--- config.mk ---
export PLATFORM = sky130hd
export DESIGN_NAME = rv_imem
export DESIGN_NICKNAME = d
export VERILOG_FILES = /design/src/verilog/rv_pkg.sv /design/src/verilog/rv_imem.sv
export VERILOG_INCLUDE_DIRS = /design/src /design/src/verilog
export SDC_FILE = /design/constraint.sdc
export NUM_CORES = 2
export LEC_CHECK = 0
export ABC_AREA = 1
export BUFFER_PORTS_ARGS = -buffer_cell sky130_fd_sc_hd__buf_2
export CAP_MARGIN = 20
export CORE_MARGIN = 2
export CORE_UTILIZATION = 49
export CTS_CLUSTER_SIZE = 28
export DETAILED_ROUTE_END_ITERATION = 8
export HOLD_SLACK_MARGIN = 0.06
export PLACE_DENSITY = 0.63
export SETUP_SLACK_MARGIN = 0.02
export SLEW_MARGIN = 40
export SYNTH_ARGS = -nofsm -noshare
export SYNTH_HDL_FRONTEND = slang
export SYNTH_SLANG_ARGS = --single-unit
export TNS_END_PERCENT = 10
--- constraint.sdc ---
create_clock -name clk -period 7.1 [get_ports clk]
set_input_delay 0.71 -clock clk [delete_from_list [all_inputs] [get_ports clk]]
set_output_delay 0.71 -clock clk [all_outputs]
set_load 0.02 [all_outputs]
--- src/verilog/rv_core_cfg.svh ---
`ifndef RV_CORE_CFG_SVH
`define RV_CORE_CFG_SVH

// register and operand width
`define XLEN 64

// instruction memory size in 32-bit words
`define IMEM_DEPTH 64

// word address width, log2 of IMEM_DEPTH
// byte pc is two bits wider
`define IMEM_AW 6

`endif

--- src/verilog/rv_pkg.sv ---
package rv_pkg;

  // I-type layout, used by addi and ebreak
  typedef struct packed {
    logic [11:0] imm;
    logic [4:0]  rs1;
    logic [2:0]  funct3;
    logic [4:0]  rd;
    logic [6:0]  opcode;
  } rv_i_fmt_t;

  // U-type layout, used by auipc
  typedef struct packed {
    logic [19:0] imm;
    logic [4:0]  rd;
    logic [6:0]  opcode;
  } rv_u_fmt_t;

  // one fetched word, viewed either way
  // opcode and rd sit at the same bits in both
  typedef union packed {
    rv_i_fmt_t i;
    rv_u_fmt_t u;
  } rv_inst_t;

  // op class handed from decode to control and execute
  typedef enum logic [1:0] {
    op_none    = 2'd0,
    op_add     = 2'd1,
    op_ebreak  = 2'd2,
    op_illegal = 2'd3
  } rv_op_e;

  // major opcodes
  localparam logic [6:0] OPC_OP_IMM = 7'b0010011;
  localparam logic [6:0] OPC_AUIPC  = 7'b0010111;
  localparam logic [6:0] OPC_SYSTEM = 7'b1110011;

endpackage

--- src/verilog/rv_imem.sv ---
`include "rv_core_cfg.svh"

module rv_imem
  import rv_pkg::*;
(
  input  logic                 clk,
  // load port, one word per strobe
  input  logic                 load_en,
  input  logic [`IMEM_AW-1:0]  load_addr,
  input  logic [31:0]          load_data,
  // byte address from the control unit
  input  logic [`IMEM_AW+1:0]  pc,
  output rv_inst_t             inst
);

  // program storage, one instruction word per entry
  logic [31:0] mem [`IMEM_DEPTH];

  // write side, driven by the testbench loader
  always_ff @(posedge clk) begin
    if (load_en) begin
      mem[load_addr] <= load_data;
    end
  end

  // fetch is combinational, word index from pc[7:2]
  // index width wraps the fetch back to word 0
  assign inst = mem[pc[`IMEM_AW+1:2]];

  // fetch drops pc[1:0], so pc has to be word aligned
  pc_word_aligned: assert property (
    @(posedge clk) !$isunknown(pc) |-> (pc[1:0] == 2'b00)
  );

endmodule

==> results.json <==
{
  "core_um2": 167000,
  "wl_per_cell_um": 24.7,
  "postLayoutCellArea_um2": 90900,
  "ys_top_cells_by_count": "nand2_1 (2,248), edfxtp_1 (2,048), nand3_1 (1,907)",
  "dr.pass1.iters": 6,
  "p_total_mw": 24.6,
  "synthCells": 6737,
  "maxCapViolations": 0,
  "outcome": "complete, no violations",
  "fp.dieW_um": 413,
  "wl_um": 224000,
  "synth_area_leader_cell": "edfxtp_1",
  "hold-path-endpoint": "mem[27][18]",
  "cts_root_buf": "clkbuf_16",
  "tightest_slew_ps": 862,
  "period_needed_ps": 4920,
  "crit_fanout": 136,
  "largest_register": "mem",
  "yosys_warnings": 0,
  "cts_max_path_buffers": 3,
  "cts_sinks": 2048,
  "slew_violations": 0,
  "cts_max_level": 4,
  "first_global_vias": 48918,
  "grt_pass1_wl_um": 324000,
  "p_per_area_nw_per_um2": 271,
  "dp_hpwl_um": 112000,
  "die-area_um2": 171000,
  "cts_tree": "yes",
  "grt_max_degree": 175,
  "ant_nets": 0,
  "synth_seq_cells": 2048,
  "gr-usage-met1_pct": 36.9,
  "finalCritPeriodShare_pct": 69.4,
  "io_buffers": 77,
  "drive_above_1_share_pct": 8.06,
  "final_util_pct": 54.5,
  "rsz0062_at_grt": "no",
  "top_usage_layer": "met2",
  "ir_drop_mv": 0.217,
  "synth_nets": 6785,
  "post_cts_buffers": 0,
  "numCtsBuffers": 197,
  "grt_overflow": 0,
  "ios": 80,
  "gp_congestion": 0.829,
  "num_vias": 52607,
  "max_slew_margin_pct": 42.4,
  "setup_viol": 0,
  "cp-end-kind": "output port",
  "tns_ps": 0,
  "nets": 6776,
  "largest_reg_flops": 2048,
  "final_hold_viol_count": 0,
  "reg_top3": "mem (2048)",
  "drc": 0,
  "cts.clk_slew.worst_paths_ps": 60,
  "yosysSeqAreaShare_pct": 74.9,
  "fmax_mhz": 203,
  "cts_resized": 0,
  "holdPathStages": 2,
  "synthFlopType": "edfxtp_1",
  "synth_most_common_cell": "nand2_1",
  "synthToLayoutAreaGrowth_pct": 10.8,
  "start_util_pct": 49.2,
  "die_h_um": 413,
  "viasPerCell": 5.79,
  "dp_slack_ps": 2250,
  "antenna_found_initial": 20,
  "num_rows": 150,
  "met3_usage_pct": 4.97,
  "crit_required_ps": 6390,
  "hold_class": "input port to flop",
  "min-delay-start": "load_data[18]",
  "drt_iter0_drc": 6550,
  "grt_use_total_pct": 26.0,
  "synth_area_um2": 82100,
  "crit_type": "input port to output port",
  "synth_cell_types": 15,
  "startpoint_type": "input port",
  "async_flop_share_pct": 0,
  "synth_edf_count": 2048,
  "synthTopCellsByArea": "edfxtp_1 (75%), nand3_1 (12%), nand2_1 (10%)",
  "setup_slack_ps": 2180,
  "hold_buffers": 0,
  "place_area_um2": 85000,
  "arrival_ps": 4210,
  "gr-usage-met2_pct": 40.5,
  "synth.top_cell.area_share_pct": 74.9,
  "avgSynthCellArea_um2": 12.2,
  "leakagePower_nw": 31.7
}
==> critical path, cell delays in order <==
cell	delay, ps
buf_8	220
inv_16	400
buf_16	520
buf_12	440
nand2_1	100
nand3_1	100
nand3_1	80
nand3_1	130
nand3_1	300
nand2_1	360
nand2_1	110
nand2_1	220
buf_2	210
==> logic make-up (layout without fill, tap and decap cells) <==
kind of cell | after synthesis | count (layout) | share of synthesized area (%)
buffers and inverters | 461 | 595 | 2.80
other | 0 | 9 | 0
and+or+nand+nor | 4228 | 4228 | 22.3
DFF | 2048 | 2048 | 74.9
==> power by group <==
part | switching, mW | internal (mW)
Clock | 4.37 | 5.27
Sequential | 0.0170 | 13.4
Combinational | 1.22 | 0.364
==> layout make-up <==
| cell class | instances | area [um^2] |
|---|---|---|
| fill | 13701 | 75900 |
| sequential | 2048 | 61500 |
| multi-input combinational | 4228 | 18800 |
| clock buffer | 246 | 5180 |
| tap | 2204 | 2760 |
| timing repair buffer | 241 | 1980 |
| clock inverter | 96 | 606 |
| inverter | 12 | 98.8 |
| antenna | 9 | 22.5 |
==> placed cells by master (no fill, tap or decap), types with 25 or more instances in the layout <==
cell type,synthesis,final
nor2_4,0,56
nand2_1,2248,2248
clkinv_1,0,54
edfxtp_1,2048,2048
buf_2,282,72
clkbuf_16,0,200
buf_4,45,135
nand3_1,1907,1905
clkinv_2,0,25
clkbuf_1,77,46
==> how the worst max path moves through the flow <==
| stage | startpoint | end | slack [ps] | depth (start not counted) |
|---|---|---|---|---|
| finish | pc[2] | inst[7] | 2180 | 13 |
| global route | pc[2] | inst[7] | 2050 | 13 |
| CTS | pc[2] | inst[7] | 2250 | 13 |
| detailed placement | pc[2] | inst[7] | 2250 | 13 |
| global placement | pc[2] | inst[30] | 2410 | 12 |
| floorplan | load_en | mem[48][0] | 2260 | 3 |
==> metrics by stage <==
stage,std cells,hold slack (ps)
floorplan,6737,809
global placement,8718,1400
detailed placement,8729,1410
CTS,9071,506
global route,9075,434
finish,9084,452
==> metal layers <==
layer / part of all wire, % / vias to the layer above
met3: 10 / 403
met5: 0.052 / -
li1: - / 23985
met2: 46 / 2458
met4: 3.2 / 18
met1: 41 / 25743
(Power assumes the default switching activity.)
