**config.mk**
```make
export PLATFORM = sky130hd
export DESIGN_NAME = rv_idu
export DESIGN_NICKNAME = d
export VERILOG_FILES = /design/src/verilog/rv_pkg.sv /design/src/verilog/rv_idu.sv
export VERILOG_INCLUDE_DIRS = /design/src /design/src/verilog
export SDC_FILE = /design/constraint.sdc
export NUM_CORES = 1
export LEC_CHECK = 0
export BUFFER_PORTS_ARGS = -buffer_cell sky130_fd_sc_hd__buf_4
export CAP_MARGIN = 25
export CORE_AREA = 2 2 96 98
export DETAILED_ROUTE_END_ITERATION = 6
export DIE_AREA = 0 0 98 100
export PLACE_DENSITY_LB_ADDON = 0.3
export SLEW_MARGIN = 20
export SYNTH_ARGS = -nofsm -noshare
export SYNTH_HDL_FRONTEND = slang
export SYNTH_SLANG_ARGS = --single-unit
```
**constraint.sdc**
```tcl
create_clock -name vclk -period 2.9
set_clock_uncertainty 0.2 [all_clocks]
set_input_delay 0.58 -clock vclk [all_inputs]
set_output_delay 0.58 -clock vclk [all_outputs]
set_load 0.02 [all_outputs]
```
**src/verilog/rv_core_cfg.svh**
```systemverilog
`ifndef RV_CORE_CFG_SVH
`define RV_CORE_CFG_SVH

// register and operand width
`define XLEN 64

// instruction memory size in 32-bit words
`define IMEM_DEPTH 64

// word address width, log2 of IMEM_DEPTH
// byte pc is two bits wider
`define IMEM_AW 6

`endif

```
**src/verilog/rv_pkg.sv**
```systemverilog
package rv_pkg;

  // I-type layout, used by addi and ebreak
  typedef struct packed {
    logic [11:0] imm;
    logic [4:0]  rs1;
    logic [2:0]  funct3;
    logic [4:0]  rd;
    logic [6:0]  opcode;
  } rv_i_fmt_t;

  // U-type layout, used by auipc
  typedef struct packed {
    logic [19:0] imm;
    logic [4:0]  rd;
    logic [6:0]  opcode;
  } rv_u_fmt_t;

  // one fetched word, viewed either way
  // opcode and rd sit at the same bits in both
  typedef union packed {
    rv_i_fmt_t i;
    rv_u_fmt_t u;
  } rv_inst_t;

  // op class handed from decode to control and execute
  typedef enum logic [1:0] {
    op_none    = 2'd0,
    op_add     = 2'd1,
    op_ebreak  = 2'd2,
    op_illegal = 2'd3
  } rv_op_e;

  // major opcodes
  localparam logic [6:0] OPC_OP_IMM = 7'b0010011;
  localparam logic [6:0] OPC_AUIPC  = 7'b0010111;
  localparam logic [6:0] OPC_SYSTEM = 7'b1110011;

endpackage

```
**src/verilog/rv_idu.sv**
```systemverilog
`include "rv_core_cfg.svh"

module rv_idu
  import rv_pkg::*;
(
  input  logic                run,
  input  logic [`IMEM_AW+1:0] pc,
  input  rv_inst_t            inst,
  input  logic [`XLEN-1:0]    rs1_data,
  output rv_op_e              op,
  output logic [`XLEN-1:0]    op1,
  output logic [`XLEN-1:0]    op2,
  output logic [4:0]          rs1_addr,
  output logic                rd_w_en,
  output logic [4:0]          rd_w_addr
);

  logic             is_addi;
  logic             is_auipc;
  logic             is_ebreak;
  logic [`XLEN-1:0] imm_i_sext;
  logic [`XLEN-1:0] imm_u_sext;
  logic [`XLEN-1:0] pc_ext;

  // addi: OP-IMM with funct3 000
  assign is_addi   = (inst.i.opcode == OPC_OP_IMM) && (inst.i.funct3 == 3'b000);
  // auipc has no funct3, opcode alone
  assign is_auipc  = (inst.u.opcode == OPC_AUIPC);
  // ebreak: SYSTEM with funct3 000
  assign is_ebreak = (inst.i.opcode == OPC_SYSTEM) && (inst.i.funct3 == 3'b000);

  // 12-bit I immediate, sign extended
  assign imm_i_sext = {{(`XLEN-12){inst.i.imm[11]}}, inst.i.imm};
  // U immediate sits in bits 31:12, then sign extended from bit 31
  assign imm_u_sext = {{(`XLEN-32){inst.u.imm[19]}}, inst.u.imm, 12'b0};

  // pc is short, zero extend for the adder
  assign pc_ext = {{(`XLEN-`IMEM_AW-2){1'b0}}, pc};

  always_comb begin
    op        = op_none;
    op1       = '0;
    op2       = '0;
    rs1_addr  = '0;
    rd_w_en   = 1'b0;
    rd_w_addr = '0;
    if (run) begin
      if (is_addi) begin
        // rs1 + imm
        op        = op_add;
        op1       = rs1_data;
        op2       = imm_i_sext;
        rs1_addr  = inst.i.rs1;
        rd_w_en   = 1'b1;
        rd_w_addr = inst.i.rd;
      end else if (is_auipc) begin
        // pc + (imm << 12)
        op        = op_add;
        op1       = pc_ext;
        op2       = imm_u_sext;
        rd_w_en   = 1'b1;
        rd_w_addr = inst.u.rd;
      end else if (is_ebreak) begin
        op = op_ebreak;
      end else begin
        // anything else traps
        op = op_illegal;
      end
    end
  end

endmodule

```
==> run_results.csv <==
group,metric,value,unit
placement,io_buffer_count,246,
route,routed_wire_length_per_instance,13.8,microns
power_and_ir_drop,power_switching_share,36.4,%
power_and_ir_drop,internal_power_of_the_cells,0.109,mW
cts,post_cts.repair.setup_buffers,0,
min_path,holdCritStartpoint,"rs1_data[62]",
sta,max_clock_freq,358,MHz
global_route,largest_net_degree_at_the_start_of_global_routing,79,
power_and_ir_drop,cellPowerDensity,56.5,nW/um^2
die,die_height,100,microns
sta,period_share,96.4,%
setup_path,endpoint_kind,"output pin",
die,floorplan.die_area,9800,sq um
global_route,global_route.overflow_total,0,
power_and_ir_drop,power.net_switching,0.0620,mW
synth,yosysWarningCount,0,
sta,timing.slew.headroom,72.0,%
global_route,number_of_antenna_violations_at_the_first_check_in_global_routing,0,
sta,setup_violations,0,
die,floorplan.die.width,98,microns
placement,gp_congestion,0.755,
setup_path,worstPathRequired,2.12,ns
cells_and_area,nets,505,
sta,hold_violations,0,
cells_and_area,n_clock_buffer,0,
synth,synthTopCellsByArea,"and3_1 37%, buf_4 19%, a21oi_2 7.3%",
die,floorplan.core_area,8890,sq um
synth,synth_largest_area_cell,"and3_1",
min_path,hold_class,"primary input to output pin",
power_and_ir_drop,combPwrFrac,100.0,%
sta,worst_slew_pin_slew,0.420,ns
sta,maxSlewViolCount,0,
sta,grt_setup_unrepaired,"no",
route,wirelength,7000,microns
min_path,timing.hold.worst_endpoint,"op1[62]",
cells_and_area,area_growth_syn_to_layout,129,%
power_and_ir_drop,ir_drop_worst_case_vdd,33.6,uV
route,drc_violation_count_after_routing,0,
die,placement_rows,35,
cells_and_area,seq_cell_count,0,
die,io_pins,246,
sta,tns,0,ns
run_status,outcome,"finished, final reports clean",
placement,dp_wirelength,5460,microns
sta,final.min_clock_period,2.79,ns
synth,number_of_nets_in_the_synthesized_netlist,308,
synth,synth.lib_cells_used.distinct,22,
cells_and_area,nFillCells,940,
cts,count_of_cells_resized_by_post_cts_repair,0,
setup_path,critical_path_peak_fanout,28,
cts,postCtsHoldBufs,0,
cells_and_area,final_cell_count_no_fill,509,
route,ant_nets,0,
synth,netlist_instances,203,
min_path,holdPathStages,3,
route,first_pass_iters,4,
setup_path,crit_path_start_kind,"primary input",
synth,synth.avg_cell_area,6.50,sq um
synth,synth_top_area_share,37.0,%
route,routed_via_density,4.24,
setup_path,setup.worst_path.class,"primary input to output pin",
synth,netlist_area,1320,sq um
cells_and_area,final-seq-area,0,sq um
route,route.vias.total,2159,
route,first_iter_violations,81,
global_route,first_global_vias,1942,
cells_and_area,drive_gt1_share,69.8,%
die,initial_cell_density_of_the_core,14.8,%
power_and_ir_drop,power.leakage,1.90,nW
global_route,total_global_route_track_usage,11.8,%
run,maxCapViolCount,0,
power_and_ir_drop,clkPwrFrac,0,%
placement,dp.cells,509,
power_and_ir_drop,share_seq_of_total_power,0,%
setup_path,worstPathArrival,2.01,ns
global_route,grt_first_pass_wirelength,9950,microns
cells_and_area,n_antenna_cell,0,
synth,seq_area_frac_synth,0,%
[layer usage]
layer | global-route usage (%) | part of all wire (%) | vias up
met5 | 0 | 0 | -
met4 | 0.321 | 0.27 | 0
met3 | 1.60 | 8.4 | 2
met2 | 22.2 | 52 | 130
met1 | 15.2 | 39 | 959
li1 | - | - | 1068
[layout by cell type, fill, tap and decap left out]
| master | count |
|---|---|
| and3_2 | 1 |
| and3_1 | 77 |
| and2_1 | 1 |
| a21boi_0 | 2 |
| nand4b_4 | 1 |
| buf_12 | 3 |
| nor2_1 | 1 |
| buf_4 | 249 |
| a22oi_1 | 8 |
| nor2_2 | 9 |
| nand2_1 | 20 |
| nand3b_1 | 1 |
| nor3_1 | 2 |
| or2_2 | 1 |
| a21oi_1 | 8 |
| or4b_4 | 1 |
| nor4b_4 | 1 |
| a21oi_2 | 11 |
| nor4_4 | 1 |
[worst max path at each step]
stage | endpoint | startpoint | slack, ns | cells past startpoint
3_5_place_dp | op2[15] | inst[3] | 0.1 | 5
4_1_cts | op2[15] | inst[3] | 0.09 | 5
6_report | op2[18] | inst[3] | 0.11 | 5
3_3_place_gp | op2[15] | inst[3] | 0.11 | 5
2_1_floorplan | op2[32] | inst[3] | 0.02 | 5
5_1_grt | op2[19] | inst[3] | 0.01 | 5
[logic make-up (layout without fill, tap and decap cells)]
logic type / count (synthesis) / after routing / synth area share, %
buffers and inverters: 57 / 252 / 28.9
AO/OA/AOI/OAI: 29 / 29 / 16.0
AND/OR/NAND/NOR: 117 / 117 / 55.1
[through the flow]
stage	area (sq um)	util, %	hold WS (ns)	setup WS, ns	total power [mW]
2_1_floorplan	1320	-	1.11	0.0238	0.0432
3_3_place_gp	3020	33.9	1.29	0.110	0.170
3_5_place_dp	3020	33.9	1.29	0.0984	0.172
4_1_cts	3020	33.9	1.29	0.0905	0.173
5_1_grt	3020	33.9	1.30	0.0142	0.186
6_report	3020	33.9	1.29	0.106	0.171
[cell type report]
class,count,area [sq um],area share [%]
repair buffers,252,1930,64.0
multi-input cells,146,948,31.4
well taps,111,139,4.60
[power by group through the flow]
stage | Sequential (mW) | Combinational [mW] | Clock, mW
2_1_floorplan | 0 | 0.0432 | 0
3_3_place_gp | 0 | 0.170 | 0
3_5_place_dp | 0 | 0.172 | 0
4_1_cts | 0 | 0.173 | 0
5_1_grt | 0 | 0.186 | 0
6_report | 0 | 0.171 | 0
[synth_stat cells (all sizes together)]
library cell  number
and3              78
buf               38
nand2             20
a21oi             19
clkbuf            19
nor2              10
a22oi              8
a21boi             2
nor3               2
and2               1
nand3b             1
nand4b             1
nor4               1
nor4b              1
or2                1
or4b               1
[worst max-delay path, cell delays in order]
cell      delay (ns)
buf_4           0.10
nand4b_4        0.19
or4b_4          0.76
a21oi_1         0.21
buf_4           0.16
(Power assumes the default switching activity.)
