File: src/verilog/rv_core_cfg.svh
`ifndef RV_CORE_CFG_SVH
`define RV_CORE_CFG_SVH

// register and operand width
`define XLEN 64

// instruction memory size in 32-bit words
`define IMEM_DEPTH 64

// word address width, log2 of IMEM_DEPTH
// byte pc is two bits wider
`define IMEM_AW 6

`endif

File: src/verilog/rv_pkg.sv
package rv_pkg;

  // I-type layout, used by addi and ebreak
  typedef struct packed {
    logic [11:0] imm;
    logic [4:0]  rs1;
    logic [2:0]  funct3;
    logic [4:0]  rd;
    logic [6:0]  opcode;
  } rv_i_fmt_t;

  // U-type layout, used by auipc
  typedef struct packed {
    logic [19:0] imm;
    logic [4:0]  rd;
    logic [6:0]  opcode;
  } rv_u_fmt_t;

  // one fetched word, viewed either way
  // opcode and rd sit at the same bits in both
  typedef union packed {
    rv_i_fmt_t i;
    rv_u_fmt_t u;
  } rv_inst_t;

  // op class handed from decode to control and execute
  typedef enum logic [1:0] {
    op_none    = 2'd0,
    op_add     = 2'd1,
    op_ebreak  = 2'd2,
    op_illegal = 2'd3
  } rv_op_e;

  // major opcodes
  localparam logic [6:0] OPC_OP_IMM = 7'b0010011;
  localparam logic [6:0] OPC_AUIPC  = 7'b0010111;
  localparam logic [6:0] OPC_SYSTEM = 7'b1110011;

endpackage

File: src/verilog/rv_ctrl.sv
`include "rv_core_cfg.svh"

module rv_ctrl
  import rv_pkg::*;
(
  input  logic                clk,
  input  logic                reset,
  input  logic                start,
  // op class of the instruction in execute
  input  rv_op_e              op,
  // only watched by the load check below
  input  logic                load_en,
  output logic [`IMEM_AW+1:0] pc,
  output logic                run,
  output logic                halt,
  output logic                halt_illegal
);

  // run states
  localparam logic [1:0] ST_IDLE   = 2'd0;
  localparam logic [1:0] ST_RUN    = 2'd1;
  localparam logic [1:0] ST_HALTED = 2'd2;

  logic [1:0] state;

  always_ff @(posedge clk) begin
    if (reset) begin
      state        <= ST_IDLE;
      pc           <= '0;
      halt         <= 1'b0;
      halt_illegal <= 1'b0;
    end else begin
      // halt and its flag are one-cycle pulses
      halt         <= 1'b0;
      halt_illegal <= 1'b0;
      case (state)
        ST_IDLE, ST_HALTED: begin
          // start always fetches from word 0
          if (start) begin
            state <= ST_RUN;
            pc    <= '0;
          end
        end
        ST_RUN: begin
          if (op == op_ebreak || op == op_illegal) begin
            // stop, pc stays on the trapping word
            state        <= ST_HALTED;
            halt         <= 1'b1;
            halt_illegal <= (op == op_illegal);
          end else begin
            // one instruction per cycle, wraps at end of memory
            pc <= pc + 4;
          end
        end
        default: state <= ST_IDLE;
      endcase
    end
  end

  assign run = (state == ST_RUN);

  // imem may only be rewritten while the core is stopped
  no_load_while_run: assert property (
    @(posedge clk) disable iff (reset) load_en |-> !run
  );

  // one halt per start
  one_halt_per_start: assert property (
    @(posedge clk) disable iff (reset) halt |=> (!halt until start)
  );

endmodule

File: config.mk
export PLATFORM = sky130hd
export DESIGN_NAME = rv_ctrl
export DESIGN_NICKNAME = d
export VERILOG_FILES = /design/src/verilog/rv_pkg.sv /design/src/verilog/rv_ctrl.sv
export VERILOG_INCLUDE_DIRS = /design/src /design/src/verilog
export SDC_FILE = /design/constraint.sdc
export NUM_CORES = 1
export LEC_CHECK = 0
export ABC_AREA = 1
export BUFFER_PORTS_ARGS = -buffer_cell sky130_fd_sc_hd__buf_2
export CAP_MARGIN = 40
export CORE_AREA = 5 5 42 44
export DETAILED_ROUTE_END_ITERATION = 8
export DIE_AREA = 0 0 47 49
export PLACE_DENSITY = 0.7
export SETUP_SLACK_MARGIN = 0.02
export SYNTH_ARGS = -nofsm -noshare
export SYNTH_HDL_FRONTEND = slang
export SYNTH_SLANG_ARGS = --single-unit
File: constraint.sdc
create_clock -name clk -period 1.4 [get_ports clk]
set_input_delay 0.21 -clock clk [delete_from_list [all_inputs] [get_ports clk]]
set_output_delay 0.21 -clock clk [all_outputs]
set_load 0.05 [all_outputs]
==> flow_summary.toml, run 1 <==
[clock_tree]
hold_buffers = 0
clk_pin_slew_ns = 0.06
tritoncts = "built"
cts_inserted_buffers = 3
cts.htree.levels = 1
root_buffer = "clkbuf_4"
clock_sinks = 10
post_cts_resize_count = 0
postCtsSetupBuffers = 0
clockBufferDepth = 2
clk_latency_ns = 0.26

[power_and_ir_drop]
powerDensity_nw_per_um2 = 1033
ir_worst_vdd_mv = 0.3888
total_power_uw = 572.8
p_leak_uw = 0.0002935

[setup_path]
critical_path_class = "reg -> out"
cpPeakStageDelay_ns = 0.31
critPathArrivalTime_ns = 1.01
critPathLaunchType = "flip-flop"
critical_path_peak_fanout = 2
crit_slowest_cell = "dfxtp_1"
ff2ff_path_depth = 4
crit_chain = "inv_1 -> nand2_1 -> clkinv_1 -> buf_2"
required_ns = 1.19
end_kind = "output pin"

[synthesis]
yosys.area.top_type_share_pct = 43.84
synth_cells = 61
synth_top_cell_by_area = "dfxtp_1"
yosysWarnings = 0
avgSynthCellArea_sq_um = 7.487
synth_cell_type_count = 18
seq_area_frac_synth_pct = 43.84
synth_area_leaders = "dfxtp_1, nand2_1, nor2_1"
synth-seq-cells = 10
syn-cell-area_sq_um = 456.7

[place]
placedCellCount = 89
port_buffers = 13
dpl_worst_slack_ns = 0.3486
gp_congestion = 0.7044
dp_hpwl_microns = 688.8

[global_routing]
grtUsageMet1_pct = 9.131
grtUsageMet2_pct = 12.22
first_global_vias = 330
grt_pass1_wl_mm = 1.317
grt_use_total_pct = 7.992
grt.busiest_layer = "met2"
use_met3_pct = 5.535
grt_max_degree = 10
antenna_found_initial = 0
grt_overflow = 0

[floorplanning]
die_x_microns = 47
die_h_microns = 49
rows = 14
core_region_area_sq_um = 1401
io_pins = 17
die-area_sq_um = 2303
initial_core_util_pct = 32.59

[layout]
drive_gt1_share_pct = 32.89
final_cell_mix = "buf_2, nand2_1, dfxtp_1"
nFillCells = 155
final_common_cell = "buf_2"
final-instance-count-excl-fill = 92
syn_to_final_growth_pct = 21.37
diodes = 0
fin_util_pct = 39.55
nets = 85

[timing]
drv_slew = 0
fin_tns_setup_ns = 0
rsz0062_at_grt = "no"
setup_ws_ns = 0.1780
hold_viol = 0
finalSetupViolations = 0
timing.final.crit_period_ns = 1.222
timing.final.crit_share_pct = 87.28
skew_ns = 0.003931
fmax_ghz = 0.8183

[drt]
ant_nets = 0
drt_iter0_drc = 6
dr_total_vias = 390
drt_pass1_iterations = 4
wl_per_cell_microns = 9.228
avgViaCountPerCell = 4.239
drc_errors = 0
finalWirelength_microns = 849

[min_path]
hold_path_class = "in -> reg"
holdPathStages = 3

[run_status]
status = "finished clean"

[run]
max-cap-violations = 0
[path summary, 6_finish.rpt]
kind	start	endpoint	slack, ns
worst max-delay path	state[1]$_SDFFE_PP0P_	run	0.18
worst min-delay path	op[0]	halt_illegal$_SDFF_PP0_	0.16
worst max register to register	pc[2]$_SDFFE_PP0P_	pc[6]$_SDFFE_PP0P_	0.34
worst min register to register	pc[2]$_SDFFE_PP0P_	pc[2]$_SDFFE_PP0P_	0.47
[synthesized netlist by cell type (all sizes together)]
library cell,instances
o31ai,1
clkinv,1
nand3,6
inv,10
conb,1
nor2,8
a21oi,6
and3,1
buf,2
o21ai,1
nand2,13
ha,1
dfxtp,10
[power breakdown]
part	leakage [uW]	switching [uW]	total, uW	internal [uW]
logic	0.000198	65.9	87.6	21.7
registers	0.0000815	5.40	297	292
clock network	0.0000138	89.2	188	98.9
[stage by stage]
step / hold WS (ns) / area (sq um)
2_1_floorplan: 0.2791 / 461.7
3_3_place_gp: 0.4280 / 531.8
3_5_place_dp: 0.4350 / 531.8
4_1_cts: 0.1553 / 554.3
5_1_grt: 0.1669 / 554.3
6_report: 0.1590 / 554.3
[cell families after synthesis]
logic type / Yosys count / share of synthesized area, %
DFF: 10 / 43.84
other: 1 / 0.8211
AOI/OAI and AO/OA: 8 / 10.14
and+or+nand+nor: 28 / 30.14
adders and majority gates: 1 / 2.739
buffers and inverters: 13 / 12.33
[state kept, by name, summed over array words and instances (netlist names)]
register and cells:
halt_illegal 1, pc 6, state 2, halt 1
[per-layer routing]
layer	up-vias	part of all wire (%)
met5	-	0
met2	14	47
li1	217	-
met1	157	42
met3	2	9.8
met4	0	1.2
[layout make-up]
cell class	count	area (sq um)	area share [%]
well taps	16	20.02	3.612
inverters	11	41.29	7.449
repair buffers	13	65.06	11.74
multi-input cells	39	203.9	36.79
clock buffers	3	22.52	4.063
flip-flops and latches	10	201.4	36.34
[worst max-delay path, delay by kind of cell (launching register included)]
family | cells | cell delay (ns)
buffers and inverters | 3 | 0.38
DFF | 1 | 0.31
and+or+nand+nor | 1 | 0.06
Power figures use the tool's default switching activity.
==> run 2, diff against run 1 <==
--- a/config.mk
+++ b/config.mk
@@ -9,9 +9,9 @@
 export ABC_AREA = 1
 export BUFFER_PORTS_ARGS = -buffer_cell sky130_fd_sc_hd__buf_2
 export CAP_MARGIN = 40
-export CORE_AREA = 5 5 42 44
+export CORE_AREA = 2 2 39 41
 export DETAILED_ROUTE_END_ITERATION = 8
-export DIE_AREA = 0 0 47 49
+export DIE_AREA = 0 0 41 43
 export PLACE_DENSITY = 0.7
 export SETUP_SLACK_MARGIN = 0.02
 export SYNTH_ARGS = -nofsm -noshare
==> run 2 against run 1 <==
Effect of this change: via count grew 5.1%; cell area grew 2.5%; setup slack lost 0.014 ns; hold slack lost 0.0033 ns; combinational power is essentially flat; final cell count grew 1.1%; die area shrank 23%; register-to-register slack is essentially flat; maximum frequency shrank 1.1%; critical path depth shrank 1; clock-buffer cell count grew 1; critical endpoint unchanged.
==> flow_summary.toml, run 2 (synthesis gave the netlist of run 1 again) <==
[run_status]
status = "finished clean"

[timing]
fmax_ghz = 0.8093
drv_slew = 0
timing.final.crit_share_pct = 88.26
rsz0062_at_grt = "no"
skew_ns = 0.0008460
hold_viol = 0
finalSetupViolations = 0
hold_ws_ns = 0.1557
timing.final.crit_period_ns = 1.236
fin_tns_setup_ns = 0

[place]
dp_hpwl_microns = 682.3
port_buffers = 13
placed_cell_area_sq_um = 531.8
gp_congestion = 0.7754

[power_and_ir_drop]
swShare_pct = 26.77
p_comb_share_pct = 13.6
seqPwrFrac_pct = 46.2
netSwitchingPower_uw = 172.1
p_leak_uw = 0.0003007
ir_worst_vdd_mv = 0.3972
powerDensity_nw_per_um2 = 1132
p_clk_share_pct = 40.2
intPower_uw = 470.8

[min_path]
min_from = "op[0]"
hold_end = "halt_illegal$_SDFF_PP0_"
holdPathStages = 3
hold_path_class = "in -> reg"

[layout]
final_area_sq_um = 568.0
final_common_cell = "buf_2"
nets = 85
top_regs = "pc x6, state x2"
nFillCells = 144
final_cell_mix = "buf_2, nand2_1, dfxtp_1"
drive_gt1_share_pct = 33.77
syn_to_final_growth_pct = 24.38
diodes = 0
regMostFlops = "pc"
largest_reg_flops = 6

[setup_path]
critPathTopFamily = "flip-flops"
critPathLaunchType = "flip-flop"
crit_slowest_cell = "dfxtp_1"
rr_startpoint = "pc[2]$_SDFFE_PP0P_"
cp_num_buf_inv = 2
cpPeakStageDelay_ns = 0.39
critical_path_peak_fanout = 3
ff2ff_path_depth = 4
critical_path_class = "reg -> out"
end_kind = "output pin"
reg2reg_to = "pc[6]$_SDFFE_PP0P_"
cp_num_cells = 3
required_ns = 1.19
rrSetupSlack_ns = 0.34
crit_chain = "nand2_1 -> clkinv_1 -> buf_2"
critPathArrivalTime_ns = 1.03

[drt]
finalWirelength_microns = 855
ant_nets = 0
drt_pass1_iterations = 4
dr_total_vias = 410
drc_errors = 0
avgViaCountPerCell = 4.409
drt_iter0_drc = 5
wl_per_cell_microns = 9.194

[floorplanning]
core_region_area_sq_um = 1384
die_h_microns = 43
initial_core_util_pct = 33.00
io_pins = 17
die-area_sq_um = 1763
rows = 14
die_x_microns = 41

[clock_tree]
clk_pin_slew_ns = 0.07
hold_buffers = 0
root_buffer = "clkbuf_4"
postCtsSetupBuffers = 0
cts.htree.levels = 1
cts_inserted_buffers = 3
clockBufferDepth = 2
tritoncts = "built"
post_cts_resize_count = 0
clk_latency_ns = 0.26
clock_sinks = 10

[global_routing]
first_global_vias = 372
antenna_found_initial = 0
grt_max_degree = 10
grt_use_total_pct = 11.88
grt_overflow = 0
grt_pass1_wl_mm = 1.386

[run]
max-cap-violations = 0
==> run 2: changes by cell type in the layout (fill, tap and decap cells not counted) <==
cell      previous run  this run
clkbuf_8             0         1
==> run 2: cell type report <==
| cell class | count | area, sq um | area share, % |
|---|---|---|---|
| clock buffer | 4 | 36.28 | 6.388 |
| inverter | 11 | 41.29 | 7.269 |
| multi-input combinational | 39 | 203.9 | 35.90 |
| sequential | 10 | 201.4 | 35.46 |
| tap | 16 | 20.02 | 3.524 |
| timing repair buffer | 13 | 65.06 | 11.45 |
==> run 2: tightest hold or removal path: stages <==
cell    delay (ns)
buf_2         0.09
inv_1         0.04
nor2_1        0.03
==> run 2: power by group through the flow <==
stage | registers (uW) | logic (uW) | clock network (uW)
after detailed placement | 304 | 87.9 | 0
after global routing | 298 | 94.5 | 282
final | 297 | 87.4 | 258
after floorplan | 315 | 59.4 | 0
after CTS | 297 | 88.2 | 265
after global placement | 303 | 86.7 | 0
==> run 2: how the worst max path moves through the flow <==
stage | startpoint | end | slack (ns)
finish | state[0]$_SDFFE_PP0P_ | run | 0.16
global route | state[0]$_SDFFE_PP0P_ | run | 0.1
CTS | state[0]$_SDFFE_PP0P_ | run | 0.15
detailed placement | pc[2]$_SDFFE_PP0P_ | pc[6]$_SDFFE_PP0P_ | 0.36
global placement | pc[2]$_SDFFE_PP0P_ | pc[6]$_SDFFE_PP0P_ | 0.37
floorplan | pc[3]$_SDFFE_PP0P_ | pc[6]$_SDFFE_PP0P_ | 0.03
==> run 2: stage by stage <==
step / total power, uW / setup slack [ns] / util [%] / cells
2_1_floorplan: 374.4 / 0.02540 / - / 62
3_3_place_gp: 390.2 / 0.3682 / 38.43 / 89
3_5_place_dp: 391.8 / 0.3556 / 38.43 / 89
4_1_cts: 650.4 / 0.1520 / 41.05 / 93
5_1_grt: 674.5 / 0.09821 / 41.05 / 93
6_report: 642.9 / 0.1644 / 41.05 / 93
==> run 2: routing by layer <==
layer,vias up,part of all wire (%),global-route usage (%),wire length (microns)
met5,-,0,0,0
met3,2,7.5,5.759,64
met4,0,1.6,8.000,14
met1,180,43,13.31,371
li1,217,-,-,-
met2,11,47,16.88,405
==> run 3, diff against run 2 <==
--- a/config.mk
+++ b/config.mk
@@ -6,13 +6,17 @@
 export SDC_FILE = /design/constraint.sdc
 export NUM_CORES = 1
 export LEC_CHECK = 0
-export ABC_AREA = 1
+export ABC_AREA = 0
 export BUFFER_PORTS_ARGS = -buffer_cell sky130_fd_sc_hd__buf_2
 export CAP_MARGIN = 40
-export CORE_AREA = 2 2 39 41
+export CELL_PAD_IN_SITES_DETAIL_PLACEMENT = 1
+export CELL_PAD_IN_SITES_GLOBAL_PLACEMENT = 2
+export CORE_ASPECT_RATIO = 0.8
+export CORE_MARGIN = 2
+export CORE_UTILIZATION = 26
+export CTS_BUF_LIST = sky130_fd_sc_hd__clkbuf_16
 export DETAILED_ROUTE_END_ITERATION = 8
-export DIE_AREA = 0 0 41 43
-export PLACE_DENSITY = 0.7
+export PLACE_DENSITY = 0.84
 export SETUP_SLACK_MARGIN = 0.02
 export SYNTH_ARGS = -nofsm -noshare
 export SYNTH_HDL_FRONTEND = slang
==> run 3 against run 2 <==
Effect of this change: critical path depth is the same; cell area grew 15%; setup slack lost 0.073 ns.
==> flow_summary.toml, run 3 <==
[clock_tree]
clk_pin_slew_ns = 0.04
postCtsSetupBuffers = 0
cts_inserted_buffers = 3
root_buffer = "clkbuf_16"
clockBufferDepth = 2
tritoncts = "built"
cts.htree.levels = 1
clk_latency_ns = 0.23
clock_sinks = 10

[layout]
diodes = 0
largest_reg_flops = 6
nFillCells = 199
final_cell_mix = "buf_2, nand3_1, dfxtp_1"
final_area_sq_um = 650.6
nets = 77
fin_util_pct = 38.83
top_regs = "pc x6, state x2"
syn_to_final_growth_pct = 36.13
regMostFlops = "pc"
final_common_cell = "buf_2"
drive_gt1_share_pct = 36.76

[setup_path]
critical_path_class = "reg -> reg"
end_kind = "flip-flop"
critPathLaunchType = "flip-flop"
rrSetupSlack_ns = 0.09
critical_path_peak_fanout = 8
required_ns = 1.56
critPathArrivalTime_ns = 1.47

[drt]
dr_wl_met2_microns = 491
wl_per_cell_microns = 11.50
dr_total_vias = 425
drt_pass1_iterations = 2
highest_layer = "met3"
wl_met3_microns = 61
avgViaCountPerCell = 4.722
drt_iter0_drc = 4
finalWirelength_mm = 1.035
drt-met1-wl_microns = 481
drc_errors = 0
ant_nets = 0

[timing]
setup_ws_ns = 0.09171
drv_slew = 0
hold_viol = 0
fin_tns_setup_ns = 0
timing.final.crit_share_pct = 93.45
fmax_ghz = 0.7644
finalSetupViolations = 0
skew_ns = 0.0008099
rsz0062_at_grt = "no"
timing.final.crit_period_ns = 1.308

[place]
gp_congestion = 0.7332
placed_cell_area_sq_um = 570.5
port_buffers = 13
dp_hpwl_microns = 744.3
dpl_worst_slack_ns = 0.01756

[synthesis]
avgSynthCellArea_sq_um = 9.192
post-synth-top-count-cell = "dfxtp_1"
yosysWarnings = 0
yosys.area.top_type_share_pct = 41.88
seq_area_frac_synth_pct = 41.88
syn-cell-area_sq_um = 478.0
synth_cells = 52
synth_edf_count = 0
synthArstFlopShare_pct = 0
synth_top_cell_by_area = "dfxtp_1"
synth_cell_type_count = 23
synth-seq-cells = 10
synth_area_leaders = "dfxtp_1, nand3_1, mux2i_1"
synth_commonest_cells = "dfxtp_1, nand3_1, a21oi_1, mux2i_1, nand3b_1"
synth_ff_type = "dfxtp_1"

[floorplanning]
die_h_microns = 42.35
die_x_microns = 51.94
rows = 13
initial_core_util_pct = 28.53
io_pins = 17
die-area_sq_um = 2199
core_region_area_sq_um = 1675

[run]
max-cap-violations = 0

[power_and_ir_drop]
p_leak_uw = 0.0002730
ir_worst_vdd_mv = 0.8166
powerDensity_nw_per_um2 = 1351

[global_routing]
antenna_found_initial = 0
grt_overflow = 0
grt_pass1_wl_mm = 1.676
first_global_vias = 398
grt_use_total_pct = 10.47
grt_max_degree = 13

[run_status]
status = "finished clean"

[min_path]
hold_path_class = "in -> reg"
[run 3: changes by cell type after synthesis, sizes merged, moves of 2 or more]
| cell | before | now |
|---|---|---|
| nand2 | 13 | 0 |
| mux2i | 0 | 4 |
| inv | 10 | 1 |
| nand3 | 6 | 9 |
| nand3b | 0 | 4 |
| buf | 2 | 4 |
| nor2 | 8 | 1 |
[run 3: layout make-up]
cell class / instances / area, sq um / share of cell area (%)
Clock buffer: 3 / 75.07 / 11.54
Timing Repair Buffer: 16 / 87.58 / 13.46
Multi-Input combinational cell: 37 / 250.2 / 38.46
Inverter: 2 / 7.507 / 1.154
Tap cell: 22 / 27.53 / 4.231
Sequential cell: 10 / 202.7 / 31.15
[run 3: where the power goes]
part / total [uW] / internal, uW / switching [uW] / leakage [uW]
Combinational: 89.3 / 27.7 / 61.6 / 0.000154
Sequential: 298 / 293 / 5.19 / 0.0000820
Clock: 491 / 369 / 122 / 0.0000370
[run 3: final timing paths]
kind	from	end	depth (start not counted)
min	op[0]	halt_illegal$_SDFF_PP0_	2
min reg2reg	pc[7]$_SDFFE_PP0P_	pc[7]$_SDFFE_PP0P_	2
max reg2reg	state[0]$_SDFFE_PP0P_	pc[7]$_SDFFE_PP0P_	3
max	state[0]$_SDFFE_PP0P_	pc[7]$_SDFFE_PP0P_	3
[run 3: repair_timing]
item | CTS | global route
resized for setup | 1 | 1
hold buffers | 0 | 0
cloned | 0 | 0
setup endpoints to repair | 1 | 1
endpoints found under the hold margin | 0 | 0
[run 3: cells by family (layout without fill, tap and decap cells)]
group | after synthesis | in the layout | synth area share [%]
other | 1 | 2 | 0.7846
AOI/OAI and AO/OA | 8 | 8 | 10.47
adders and majority gates | 1 | 1 | 2.617
buffers and inverters | 6 | 21 | 8.112
DFF | 10 | 10 | 41.88
and+or+nand+nor | 22 | 22 | 27.75
muxes | 4 | 4 | 8.377
[run 3: routing by layer]
| layer | track usage [%] | vias to the layer above |
|---|---|---|
| li1 | - | 217 |
| met3 | 6.429 | 0 |
| met5 | 0 | - |
| met1 | 12.26 | 197 |
| met4 | 3.158 | 0 |
| met2 | 15.70 | 11 |
[run 3: worst max-delay path, stage by stage (launching register included)]
cell	delay, ns
dfxtp_1	0.34
or3b_4	0.45
a211oi_2	0.26
mux2i_1	0.19
[run 3: stage by stage]
step / instances / hold WS, ns / power (uW)
after floorplan: 53 / 0.2717 / 369.4
after global placement: 87 / 0.4106 / 387.0
after detailed placement: 87 / 0.4270 / 388.9
after CTS: 90 / 0.1854 / 890.2
after global routing: 90 / 0.1929 / 913.2
final: 90 / 0.1815 / 878.7
