<file path="src/verilog/rv_core_cfg.svh">
`ifndef RV_CORE_CFG_SVH
`define RV_CORE_CFG_SVH

// register and operand width
`define XLEN 64

// instruction memory size in 32-bit words
`define IMEM_DEPTH 64

// word address width, log2 of IMEM_DEPTH
// byte pc is two bits wider
`define IMEM_AW 6

`endif

</file>
<file path="src/verilog/rv_pkg.sv">
package rv_pkg;

  // I-type layout, used by addi and ebreak
  typedef struct packed {
    logic [11:0] imm;
    logic [4:0]  rs1;
    logic [2:0]  funct3;
    logic [4:0]  rd;
    logic [6:0]  opcode;
  } rv_i_fmt_t;

  // U-type layout, used by auipc
  typedef struct packed {
    logic [19:0] imm;
    logic [4:0]  rd;
    logic [6:0]  opcode;
  } rv_u_fmt_t;

  // one fetched word, viewed either way
  // opcode and rd sit at the same bits in both
  typedef union packed {
    rv_i_fmt_t i;
    rv_u_fmt_t u;
  } rv_inst_t;

  // op class handed from decode to control and execute
  typedef enum logic [1:0] {
    op_none    = 2'd0,
    op_add     = 2'd1,
    op_ebreak  = 2'd2,
    op_illegal = 2'd3
  } rv_op_e;

  // major opcodes
  localparam logic [6:0] OPC_OP_IMM = 7'b0010011;
  localparam logic [6:0] OPC_AUIPC  = 7'b0010111;
  localparam logic [6:0] OPC_SYSTEM = 7'b1110011;

endpackage

</file>
<file path="src/verilog/rv_exu.sv">
`include "rv_core_cfg.svh"

module rv_exu
  import rv_pkg::*;
(
  input  logic             clk,
  input  logic             reset,
  input  rv_op_e           op,
  input  logic [`XLEN-1:0] op1,
  input  logic [`XLEN-1:0] op2,
  input  logic             rd_w_en,
  input  logic [4:0]       rd_w_addr,
  // retire register, also the regfile write port
  output logic             retire,
  output logic [4:0]       retire_rd,
  output logic [`XLEN-1:0] retire_data
);

  logic [`XLEN-1:0] sum;
  logic             take;

  // addi and auipc both reduce to one add
  assign sum  = op1 + op2;
  assign take = (op == op_add) && rd_w_en;

  // retire strobe
  always_ff @(posedge clk) begin
    if (reset) begin
      retire <= 1'b0;
    end else begin
      retire <= take;
    end
  end

  // payload, only loaded on a retiring op
  always_ff @(posedge clk) begin
    if (take) begin
      retire_rd <= rd_w_addr;
      // x0 reports 0, same as what the regfile holds
      retire_data <= (rd_w_addr == 5'd0) ? '0 : sum;
    end
  end

endmodule

</file>
<file path="config.mk">
export PLATFORM = sky130hd
export DESIGN_NAME = rv_exu
export DESIGN_NICKNAME = d
export VERILOG_FILES = /design/src/verilog/rv_pkg.sv /design/src/verilog/rv_exu.sv
export VERILOG_INCLUDE_DIRS = /design/src /design/src/verilog
export SDC_FILE = /design/constraint.sdc
export NUM_CORES = 1
export LEC_CHECK = 0
export ABC_CLOCK_PERIOD_IN_PS = 4550
export BUFFER_PORTS_ARGS = -buffer_cell sky130_fd_sc_hd__buf_2
export CORE_MARGIN = 4
export CORE_UTILIZATION = 40
export DETAILED_ROUTE_END_ITERATION = 16
export GPL_ROUTABILITY_DRIVEN = 1
export PLACE_DENSITY = 0.66
export SLEW_MARGIN = 20
export SYNTH_ARGS = -nofsm -noshare
export SYNTH_HDL_FRONTEND = slang
export SYNTH_SLANG_ARGS = --single-unit
</file>
<file path="constraint.sdc">
create_clock -name clk -period 4.55 [get_ports clk]
set_clock_uncertainty 0.1 [all_clocks]
set_input_delay 0.455 -clock clk [delete_from_list [all_inputs] [get_ports clk]]
set_output_delay 0.455 -clock clk [all_outputs]
set_load 0.05 [all_outputs]
</file>
==> summary.md, run 1 <==
| Metric | Value |
|---|---|
| Setup violations, final | `0` |
| Commonest non-fill, non-tap cells in the layout | `buf_2, a21oi_1, nor2_1` |
| Rows | `45` |
| CP max FO | `5` |
| Max incr delay on CP | `0.45 ns` |
| # Max-Cap Violations | `0` |
| Reg clk slew, reported paths | `0.06 ns` |
| Data arrival time of the worst path | `about 3.5 ns` |
| Synth Net Count | `877` |
| Measured slew at the worst slew-check pin | `0.900 ns` |
| Gr usage total | `around a fifth` |
| Ys Warns | `0` |
| Ranking of synthesized cells by area | `edfxtp_1, ha_1, a21oi_1, xnor2_1, a21o_1` |
| Post-Synthesis Cells | `675` |
| Initial antenna violation count | `0` |
| Iteration count of the initial detailed-routing pass | `5` |
| Setup TNS | `0 ns` |
| Sequential Power Share | `32.8%` |
| Synth async-reset ratio | `0%` |
| Hold depth | `2` |
| Setup crit end kind | `flip-flop` |
| Number of H-tree levels | `3` |
| Final non-filler cell total | `1056` |
| Crit path cell chain | `buf_2 -> ha_1 -> fa_1 -> a211o_1 -> o211ai_1 -> a21oi_1 -> o2111ai_1 -> nand3_1 -> a41o_1 -> a21oi_1 -> o31ai_1 -> xnor2_1 -> nor2_1` |
| Largest family of logic cells by synthesized area | `compound AO/OA/AOI/OAI gates` |
| Area share of the leading cell type in the synthesized netlist | `33.8%` |
| Pint | `~1600 uW` |
| Sinks on Clock Net | `70` |
| Worst ir drop on vdd | `0.183 mV` |
| Layout cells sized above 1 | `28.0%` |
| Total congestion overflow | `0` |
| Via density | `5.43` |
| EDFF count, synth | `between 60 and 70` |
| Most used cell, CP | `a21oi_1` |
| Mux share of post-synthesis cell area | `less than 1%` |
| Worst Hold Class | `in -> reg` |
| Status | `finished, final reports clean` |
| Synth cell types | `60` |
| Leak | `0.00347 uW` |
| Clock power share | `30.6%` |
| Cells after DPL | `approximately 1000` |
| Die area | `17400 sq um` |
| XOR/XNOR share of the synthesized area | `under 10%` |
| Fmax | `287 MHz` |
| Max-slew violations | `0` |
| Residual DRC | `0` |
| ANT cells | `0` |
| Cell family with most CP delay | `compound AO/OA/AOI/OAI gates` |
| Comb pwr share | `between 30 and 40%` |
| # Post-CTS Setup Buffers | `0` |
| Rel. slew slack | `about two fifths` |
| Layout area overhead | `24.1%` |
| Synth area leader | `edfxtp_1` |
| Port bufs | `207` |
| Main synth FF type | `edfxtp_1` |
| Global-route wire length before repair | `28.5 mm` |
| Per-cell routed wire length | `16.3 um` |
| Post-route ant nets | `0` |
| Commonest non-fill, non-tap cell in the layout | `buf_2` |
| Crit Path Class | `in -> reg` |
| Worst endpoint required time | `4.53 ns` |
| Core area | `roughly 15000 sq um` |
| Buf+Inv Stages, Crit Path | `1` |
| CTS Root Cell | `clkbuf_16` |
| Vias in the first global route | `5671` |
| Fin. Hold Viols | `0` |
| Crit start category | `input pin` |
| Post-synthesis adder-cell area fraction | `13.2%` |
| Nets | `1065` |
| HPWL after DPL | `13.8 mm` |
| Clk buf depth | `2` |
| Net Sw Frac | `34.4%` |
| Largest net degree at the start of global routing | `70` |
| WL final | `approximately 17 mm` |
| Die height | `between 100 and 150 um` |
| GP Congestion | `0.869` |
| Flops & latches, synth | `70` |
| Net Switching | `roughly 840 uW` |
| Critical path's slowest cell | `fa_1` |
| CTS resizes | `0` |
| RSZ-0062 raised after global routing | `false` |
| Min Tclk post-route | `3.49 ns` |
| Hold_buf cts | `0` |
| Period utilization | `between 70 and 80%` |
| Die width | `132 um` |
| IO Pins | `between 200 and 250` |
| Cell depth of the worst setup path | `13` |
| Initial Util | `40.7%` |
| Post-synthesis simple-gate area fraction | `~15%` |
| Average size of a mapped cell | `9.09 sq um` |
| Syn Std Cell Area | `6130 sq um` |
| Via count | `5736` |
| CTS tree | `built` |
| Area fraction in compound gates after synthesis | `26.1%` |
| Sequential share of the synthesized area | `34.1%` |
| PD cells | `about 320 nW/um^2` |
| Filler cell count | `1468` |
| First-iteration detailed-routing DRC count | `around 500` |
| CTS Buf Count | `9` |
==> logic make-up after synthesis <==
| family | count (synthesis) |
|---|---|
| AOI/OAI and AO/OA | 237 |
| xor gates and xnor gates | 57 |
| adders and majority gates | 64 |
| buffers and inverters | 50 |
| DFF | 70 |
| muxes | 1 |
| and+or+nand+nor | 196 |
==> registers in the layout (all words and copies together), names as in the netlist <==
register and count:
retire_rd 5, retire 1, retire_data 64
==> power groups by stage <==
| stage | clock [uW] | sequential, uW | combinational, uW |
|---|---|---|---|
| 2_1_floorplan | 0 | 962 | 512 |
| 3_3_place_gp | 0 | 814 | 879 |
| 3_5_place_dp | 0 | 814 | 884 |
| 4_1_cts | 759 | 801 | 889 |
| 5_1_grt | 796 | 804 | 985 |
| 6_report | 747 | 800 | 889 |
==> cell usage after synthesis, drive strengths merged (6+ instances only) <==
library cell  instances
a31oi                 8
nand4                20
clkbuf               20
a21o                 39
ha                   63
inv                  17
o21ai                40
o211ai                6
o21a                  7
and2                  7
xnor2                38
nor2b                 6
nand2                42
nor3                  7
xor2                 19
nor2                 77
nand3                10
edfxtp               69
buf                  13
o21bai               14
a21oi                78
o31ai                 6
==> path summary, 6_finish.rpt <==
kind	slack, ns	startpoint	endpoint
worst min-delay path	0.18	reset	retire
worst max-delay path	1.06	op1[0]	retire_data[62]
==> routing by layer <==
metal	routed length (um)	share of wire [%]	vias to the layer above	global-route usage, %
li1	-	-	2906	-
met3	966	5.6	19	2.56
met2	7960	46	209	32.0
met4	313	1.8	0	6.94
met5	0	0	-	0
met1	7960	46	2602	27.2
==> cell type report <==
| class | instances | area (sq um) | area share (%) |
|---|---|---|---|
| multi-input combinational | 555 | 3850 | 50.6 |
| sequential | 70 | 2090 | 27.5 |
| tap | 188 | 235 | 3.09 |
| timing repair buffer | 210 | 1060 | 13.9 |
| clock inverter | 4 | 72.6 | 0.953 |
| inverter | 17 | 63.8 | 0.838 |
| clock buffer | 12 | 236 | 3.11 |
==> through the flow <==
step | hold slack (ns) | instance area (sq um) | worst slack, ns | power, uW | utilization, %
global route | 0.179 | 7610 | 0.728 | 2580 | 50.4
CTS | 0.162 | 7610 | 1.02 | 2450 | 50.4
finish | 0.176 | 7610 | 1.06 | 2440 | 50.4
global placement | 0.524 | 7300 | 0.727 | 1690 | 48.4
detailed placement | 0.524 | 7300 | 0.667 | 1700 | 48.4
floorplan | 0.432 | 6130 | 0.541 | 1470 | -
(Power assumes the default switching activity.)
==> inputs of run 2 (changes only) <==
- ABC_AREA: default -> 1
- ABC_CLOCK_PERIOD_IN_PS: 4550 -> 3500
- PLACE_DENSITY: 0.66 -> default
- clock period: 4.55 -> 3.5 ns (I/O delays scaled with it)
==> run 2 against run 1 <==
Against the previous run:
- cell area up 32%
- largest power group unchanged
- power up 47%
- highest routed layer unchanged
- critical path type unchanged
- via count up 63%
==> summary.md, run 2 <==
| Metric | Value |
|---|---|
| Die height | `153 um` |
| Leak | `0.00603 uW` |
| Via count | `9377` |
| Post-route ant nets | `0` |
| Average size of a mapped cell | `5.84 sq um` |
| Initial antenna violation count | `1` |
| Synth async-reset ratio | `0%` |
| Setup TNS | `0 ns` |
| Cells after DPL | `approximately 1900` |
| Via density | `4.88` |
| Main synth FF type | `edfxtp_1` |
| Clk buf depth | `2` |
| Status | `finished, final reports clean` |
| Initial Util | `40.9%` |
| IO Pins | `between 200 and 250` |
| Worst ir drop on vdd | `between 0.2 and 0.25 mV` |
| Flops & latches, synth | `70` |
| Reg clk slew, reported paths | `roughly 0.070 ns` |
| RSZ-0062 raised after global routing | `false` |
| CTS Root Cell | `clkbuf_16` |
| Max-slew violations | `0` |
| Filler cell count | `2246` |
| Min Tclk post-route | `2.27 ns` |
| Max reg flops | `64` |
| Cell depth of the worst setup path | `10` |
| PD cells | `354 nW/um^2` |
| Syn Std Cell Area | `8360 sq um` |
| Synth area leader | `nand2_1` |
| Fmax | `around 440 MHz` |
| GP Congestion | `1.07` |
| CP max FO | `4` |
| CTS Buf Count | `9` |
| Beginning of the worst hold path | `reset` |
| Number of H-tree levels | `3` |
| # Post-CTS Setup Buffers | `0` |
| Hold_buf cts | `0` |
| Global-route wire length before repair | `48.7 mm` |
| Critical path's slowest cell | `ha_1` |
| Finished Cell Area | `a little over 10000 sq um` |
| Worst endpoint required time | `3.52 ns` |
| Vias in the first global route | `between 8000 and 9000` |
| Top reg by flops | `retire_data` |
| Most used cell, CP | `nand2_1` |
| Sinks on Clock Net | `70` |
| Area share of the leading cell type in the synthesized netlist | `25.3%` |
| HPWL after DPL | `27.3 mm` |
| Commonest non-fill, non-tap cell in the layout | `nand2_1` |
| First-iteration detailed-routing DRC count | `between 600 and 700` |
| Crit start category | `input pin` |
| Measured slew at the worst slew-check pin | `0.517 ns` |
| Nets | `1848` |
| Fin. Hold Viols | `0` |
| Max incr delay on CP | `0.46 ns` |
| EDFF count, synth | `69` |
| CTS resizes | `0` |
| Hold depth | `2` |
| Data arrival time of the worst path | `2.29 ns` |
| Gr usage total | `26.8%` |
| Layout cells sized above 1 | `16.8%` |
| Per-cell routed wire length | `16.6 um` |
| Layout area overhead | `20.6%` |
| Setup crit end kind | `flip-flop` |
| WL final | `32.0 mm` |
| Hold Slack | `0.0637 ns` |
| Synth Net Count | `~1600` |
| Crit path cell chain | `buf_2 -> ha_1 -> nand2_1 -> nor2_1 -> nand2_1 -> nor3_2 -> and3_1 -> nand2_1 -> a21oi_1 -> nor2_1` |
| Ranking of synthesized cells by area | `nand2_1, edfxtp_1, inv_1, ha_1, a21oi_1` |
| Sequential share of the synthesized area | `25.0%` |
| Die width | `about 150 um` |
| CTS tree | `built` |
| Cell family with most CP delay | `simple AND/OR/NAND/NOR gates` |
| # Max-Cap Violations | `0` |
| Post-Synthesis Cells | `1432` |
| Cell with the most instances after synthesis | `nand2_1` |
| Port bufs | `207` |
| Crit Path Class | `in -> reg` |
| Rows | `between 50 and 60` |
| Setup violations, final | `0` |
| Iteration count of the initial detailed-routing pass | `5` |
| Synth cell types | `32` |
| Largest net degree at the start of global routing | `70` |
| Biggest regs | `retire_data: 64 flops, retire_rd: 5 flops, retire: 1 flops` |
| Hold endpoint | `retire` |
| Final non-filler cell total | `roughly 1900` |
| Worst Hold Class | `in -> reg` |
| Buf+Inv Stages, Crit Path | `1` |
| Core area | `20400 sq um` |
| Die area | `23300 sq um` |
| Total congestion overflow | `0` |
| Residual DRC | `0` |
| Placed instance area | `between 9000 and 10000 sq um` |
| Ys Warns | `0` |
| Commonest non-fill, non-tap cells in the layout | `nand2_1, inv_1, buf_2` |
| Rel. slew slack | `65.5%` |
| Period utilization | `between 60 and 70%` |
| Commonest cells post-synth | `nand2_1, inv_1, nor2_1, a21oi_1, edfxtp_1` |
-- run 2: area by class of cell --
type	count	area [sq um]	share of cell area (%)
multi-input cells	1033	5030	49.9
flip-flops and latches	70	2090	20.7
inverters	322	1210	12.0
repair buffers	210	1070	10.6
well taps	270	338	3.35
clock buffers	11	233	2.31
clock inverters	5	106	1.05
diodes	1	2.50	0.0248
-- run 2: worst max path at each step --
stage,startpoint,to
after floorplan,op[0],retire_data[0]
after global placement,op1[33],retire_data[61]
after detailed placement,op1[33],retire_data[61]
after CTS,op1[33],retire_data[61]
after global routing,op1[9],retire_data[63]
final,op1[33],retire_data[61]
-- run 2: where the power goes --
part / internal [uW] / switching [uW]
Sequential: 1010 / 14.0
Clock: 701 / 427
Combinational: 428 / 998
-- run 2: cell families after synthesis --
family | Yosys count | synth area share, %
XOR/XNOR | 1 | 0.105
flip-flops | 70 | 25.0
adder cells (fa/ha/maj) | 64 | 9.66
buffers and inverters | 329 | 14.9
AO/OA/AOI/OAI | 137 | 8.56
AND/OR/NAND/NOR | 831 | 41.7
-- run 2: routing by layer --
| metal | vias up | routed length [um] | track usage, % |
|---|---|---|---|
| li1 | 4840 | - | - |
| met3 | 38 | 2060 | 3.98 |
| met1 | 4199 | 14600 | 37.4 |
| met2 | 300 | 14500 | 43.2 |
| met4 | 0 | 713 | 7.64 |
| met5 | - | 0 | 0 |
-- run 2: through the flow --
step                util (%)  setup slack (ns)  total power, uW
floorplan                  -             0.882             2000
CTS                     49.4              1.21             3580
global route            49.4              1.06             3780
detailed placement      47.7             0.835             2450
finish                  49.4              1.23             3570
global placement        47.7             0.868             2450
==> inputs of run 3 (changes only) <==
- ABC_AREA: 1 -> 0
- ABC_CLOCK_PERIOD_IN_PS: 3500 -> 2000
- PLACE_DENSITY: default -> 0.68
- clock period: 3.5 -> 2 ns (I/O delays scaled with it)
==> run 3 against run 2 <==
Against the previous run:
- the run now ends with setup timing left
- cell count shrank 32%
- sequential cell count is the same
- die area shrank 25%
- global-route usage shrank 3.8 points
- clock power grew 39%
- utilization grew 21 points
- sequential share of layout area shrank 1.0 points
- largest power group unchanged
==> summary.md, run 3 (synthesis results as in run 1) <==
| Metric | Value |
|---|---|
| Status | `complete, but fails checks` |
| Violated checks | `setup timing` |
| Crit Path Class | `in -> reg` |
| Worst endpoint required time | `1.99 ns` |
| Layout cells sized above 1 | `54.1%` |
| Via count | `6999` |
| Reg clk slew, reported paths | `0.06 ns` |
| Commonest non-fill, non-tap cell in the layout | `buf_4` |
| Biggest regs | `retire_data: 64 flops, retire_rd: 5 flops, retire: 1 flops` |
| Nets | `1320` |
| Residual DRC | `0` |
| IO Pins | `208` |
| Crit start category | `input pin` |
| First-iteration detailed-routing DRC count | `400` |
| CTS Buf Count | `9` |
| Global-route wire length before repair | `approximately 33 mm` |
| Worst Hold Class | `in -> reg` |
| Number of H-tree levels | `3` |
| Data arrival time of the worst path | `approximately 2.7 ns` |
| Area of the multi-input gates | `4740 sq um` |
| Gr usage total | `around 23%` |
| Setup crit end kind | `flip-flop` |
| Filler cell count | `~1100` |
| Sinks on Clock Net | `70` |
| Via density | `5.34` |
| ANT cells | `0` |
| Max-slew violations | `0` |
| Register area | `between 2000 and 2500 sq um` |
| Largest net degree at the start of global routing | `70` |
| Layout area overhead | `73.0%` |
| Final core utilization | `70.3%` |
| Die width | `roughly 130 um` |
| Measured slew at the worst slew-check pin | `0.518 ns` |
| Total congestion overflow | `0` |
| Iteration count of the initial detailed-routing pass | `5` |
| Rows | `45` |
| Vias in the first global route | `6898` |
| Port bufs | `207` |
| Leak | `0.00492 uW` |
| Min Tclk post-route | `2.75 ns` |
| Die height | `132 um` |
| WL final | `21.8 mm` |
| Fin. Hold Viols | `0` |
| Commonest non-fill, non-tap cells in the layout | `buf_4, buf_2, nor2_1` |
| Clk buf depth | `2` |
| HPWL after DPL | `about 16 mm` |
| RSZ-0062 raised after global routing | `true` |
| Period utilization | `137%` |
| Core area | `15100 sq um` |
| Setup violations, final | `52` |
| CTS Root Cell | `clkbuf_16` |
| GP Congestion | `0.898` |
| Worst ir drop on vdd | `0.423 mV` |
| PD cells | `612 nW/um^2` |
| Fmax | `roughly 360 MHz` |
| Initial Util | `about two fifths` |
| Die area | `17400 sq um` |
| Top reg by flops | `retire_data` |
| Setup WS post-layout | `-0.747 ns` |
| Hold Slack | `0.159 ns` |
| CP max FO | `4` |
| CTS tree | `built` |
| Per-cell routed wire length | `16.6 um` |
| Initial antenna violation count | `0` |
| Rel. slew slack | `65.2%` |
| # Max-Cap Violations | `0` |
| Max reg flops | `64` |
| Post-route ant nets | `0` |
| Total power | `6490 uW` |
==> run 3: changes by cell type in the layout (fill, tap and decap cells not counted), sizes merged, moves of 20 or more <==
cell and delta:
xnor2 +37, a21oi -20, buf +245, inv -306, a21o +39, nor2 -52
nand3 -59, nand2 -539
==> run 3: what timing repair did <==
item | in CTS | in global routing
pin swaps | 70 | 78
gates cloned | 0 | 4
endpoints found under the hold margin | 6 | 0
buffers inserted | 18 | 16
hold buffers | 7 | 0
resized for setup | 65 | 75
setup endpoints to repair | 53 | 63
==> run 3: final cells by class <==
type | instances | area share [%]
timing repair buffer | 465 | 30.1
clock buffer | 12 | 2.23
tap | 188 | 2.22
sequential | 70 | 19.7
multi-input combinational | 555 | 44.7
clock inverter | 4 | 0.448
inverter | 17 | 0.601
==> run 3: critical path, stage by stage <==
cell and delay (ns):
buf_2 0.10, ha_1 0.30, a21o_1 0.21, a311oi_1 0.50
o31ai_4 0.10, o211ai_1 0.19, buf_4 0.16, a2111oi_4 0.07
o41a_1 0.34, and3_4 0.20, a31oi_4 0.15, xnor2_2 0.13
nor2_1 0.07
==> run 3: layer usage <==
| layer | routed length, um | up-vias | GRT usage [%] | part of all wire [%] |
|---|---|---|---|---|
| met3 | 999 | 47 | 2.18 | 4.6 |
| met2 | 10700 | 241 | 40.1 | 49 |
| met1 | 9340 | 3293 | 29.1 | 43 |
| met5 | 0 | - | 0 | 0 |
| met4 | 772 | 0 | 9.33 | 3.5 |
| li1 | - | 3418 | - | - |
==> run 3: through the flow <==
step / setup TNS [ns] / setup WS [ns] / instances / cell area (sq um)
final: -21.99 / -0.747 / 1311 / 10600
after global routing: -25.95 / -0.895 / 1311 / 10600
after CTS: -19.86 / -0.637 / 1293 / 10000
after detailed placement: -45.78 / -1.19 / 1255 / 9170
after global placement: -43.86 / -1.15 / 1255 / 9170
after floorplan: -20.41 / -0.942 / 675 / 6410
==> run 3: power breakdown <==
group          internal [uW]  switching (uW)
Clock                    962             606
Sequential              1790            28.0
Combinational           1470            1640
==> run 3: final timing paths <==
kind | startpoint | end | slack [ns] | cells after the start
worst max-delay path | op1[9] | retire_data[48] | -0.75 | 13
worst min-delay path | op1[0] | retire_data[0] | 0.16 | 3
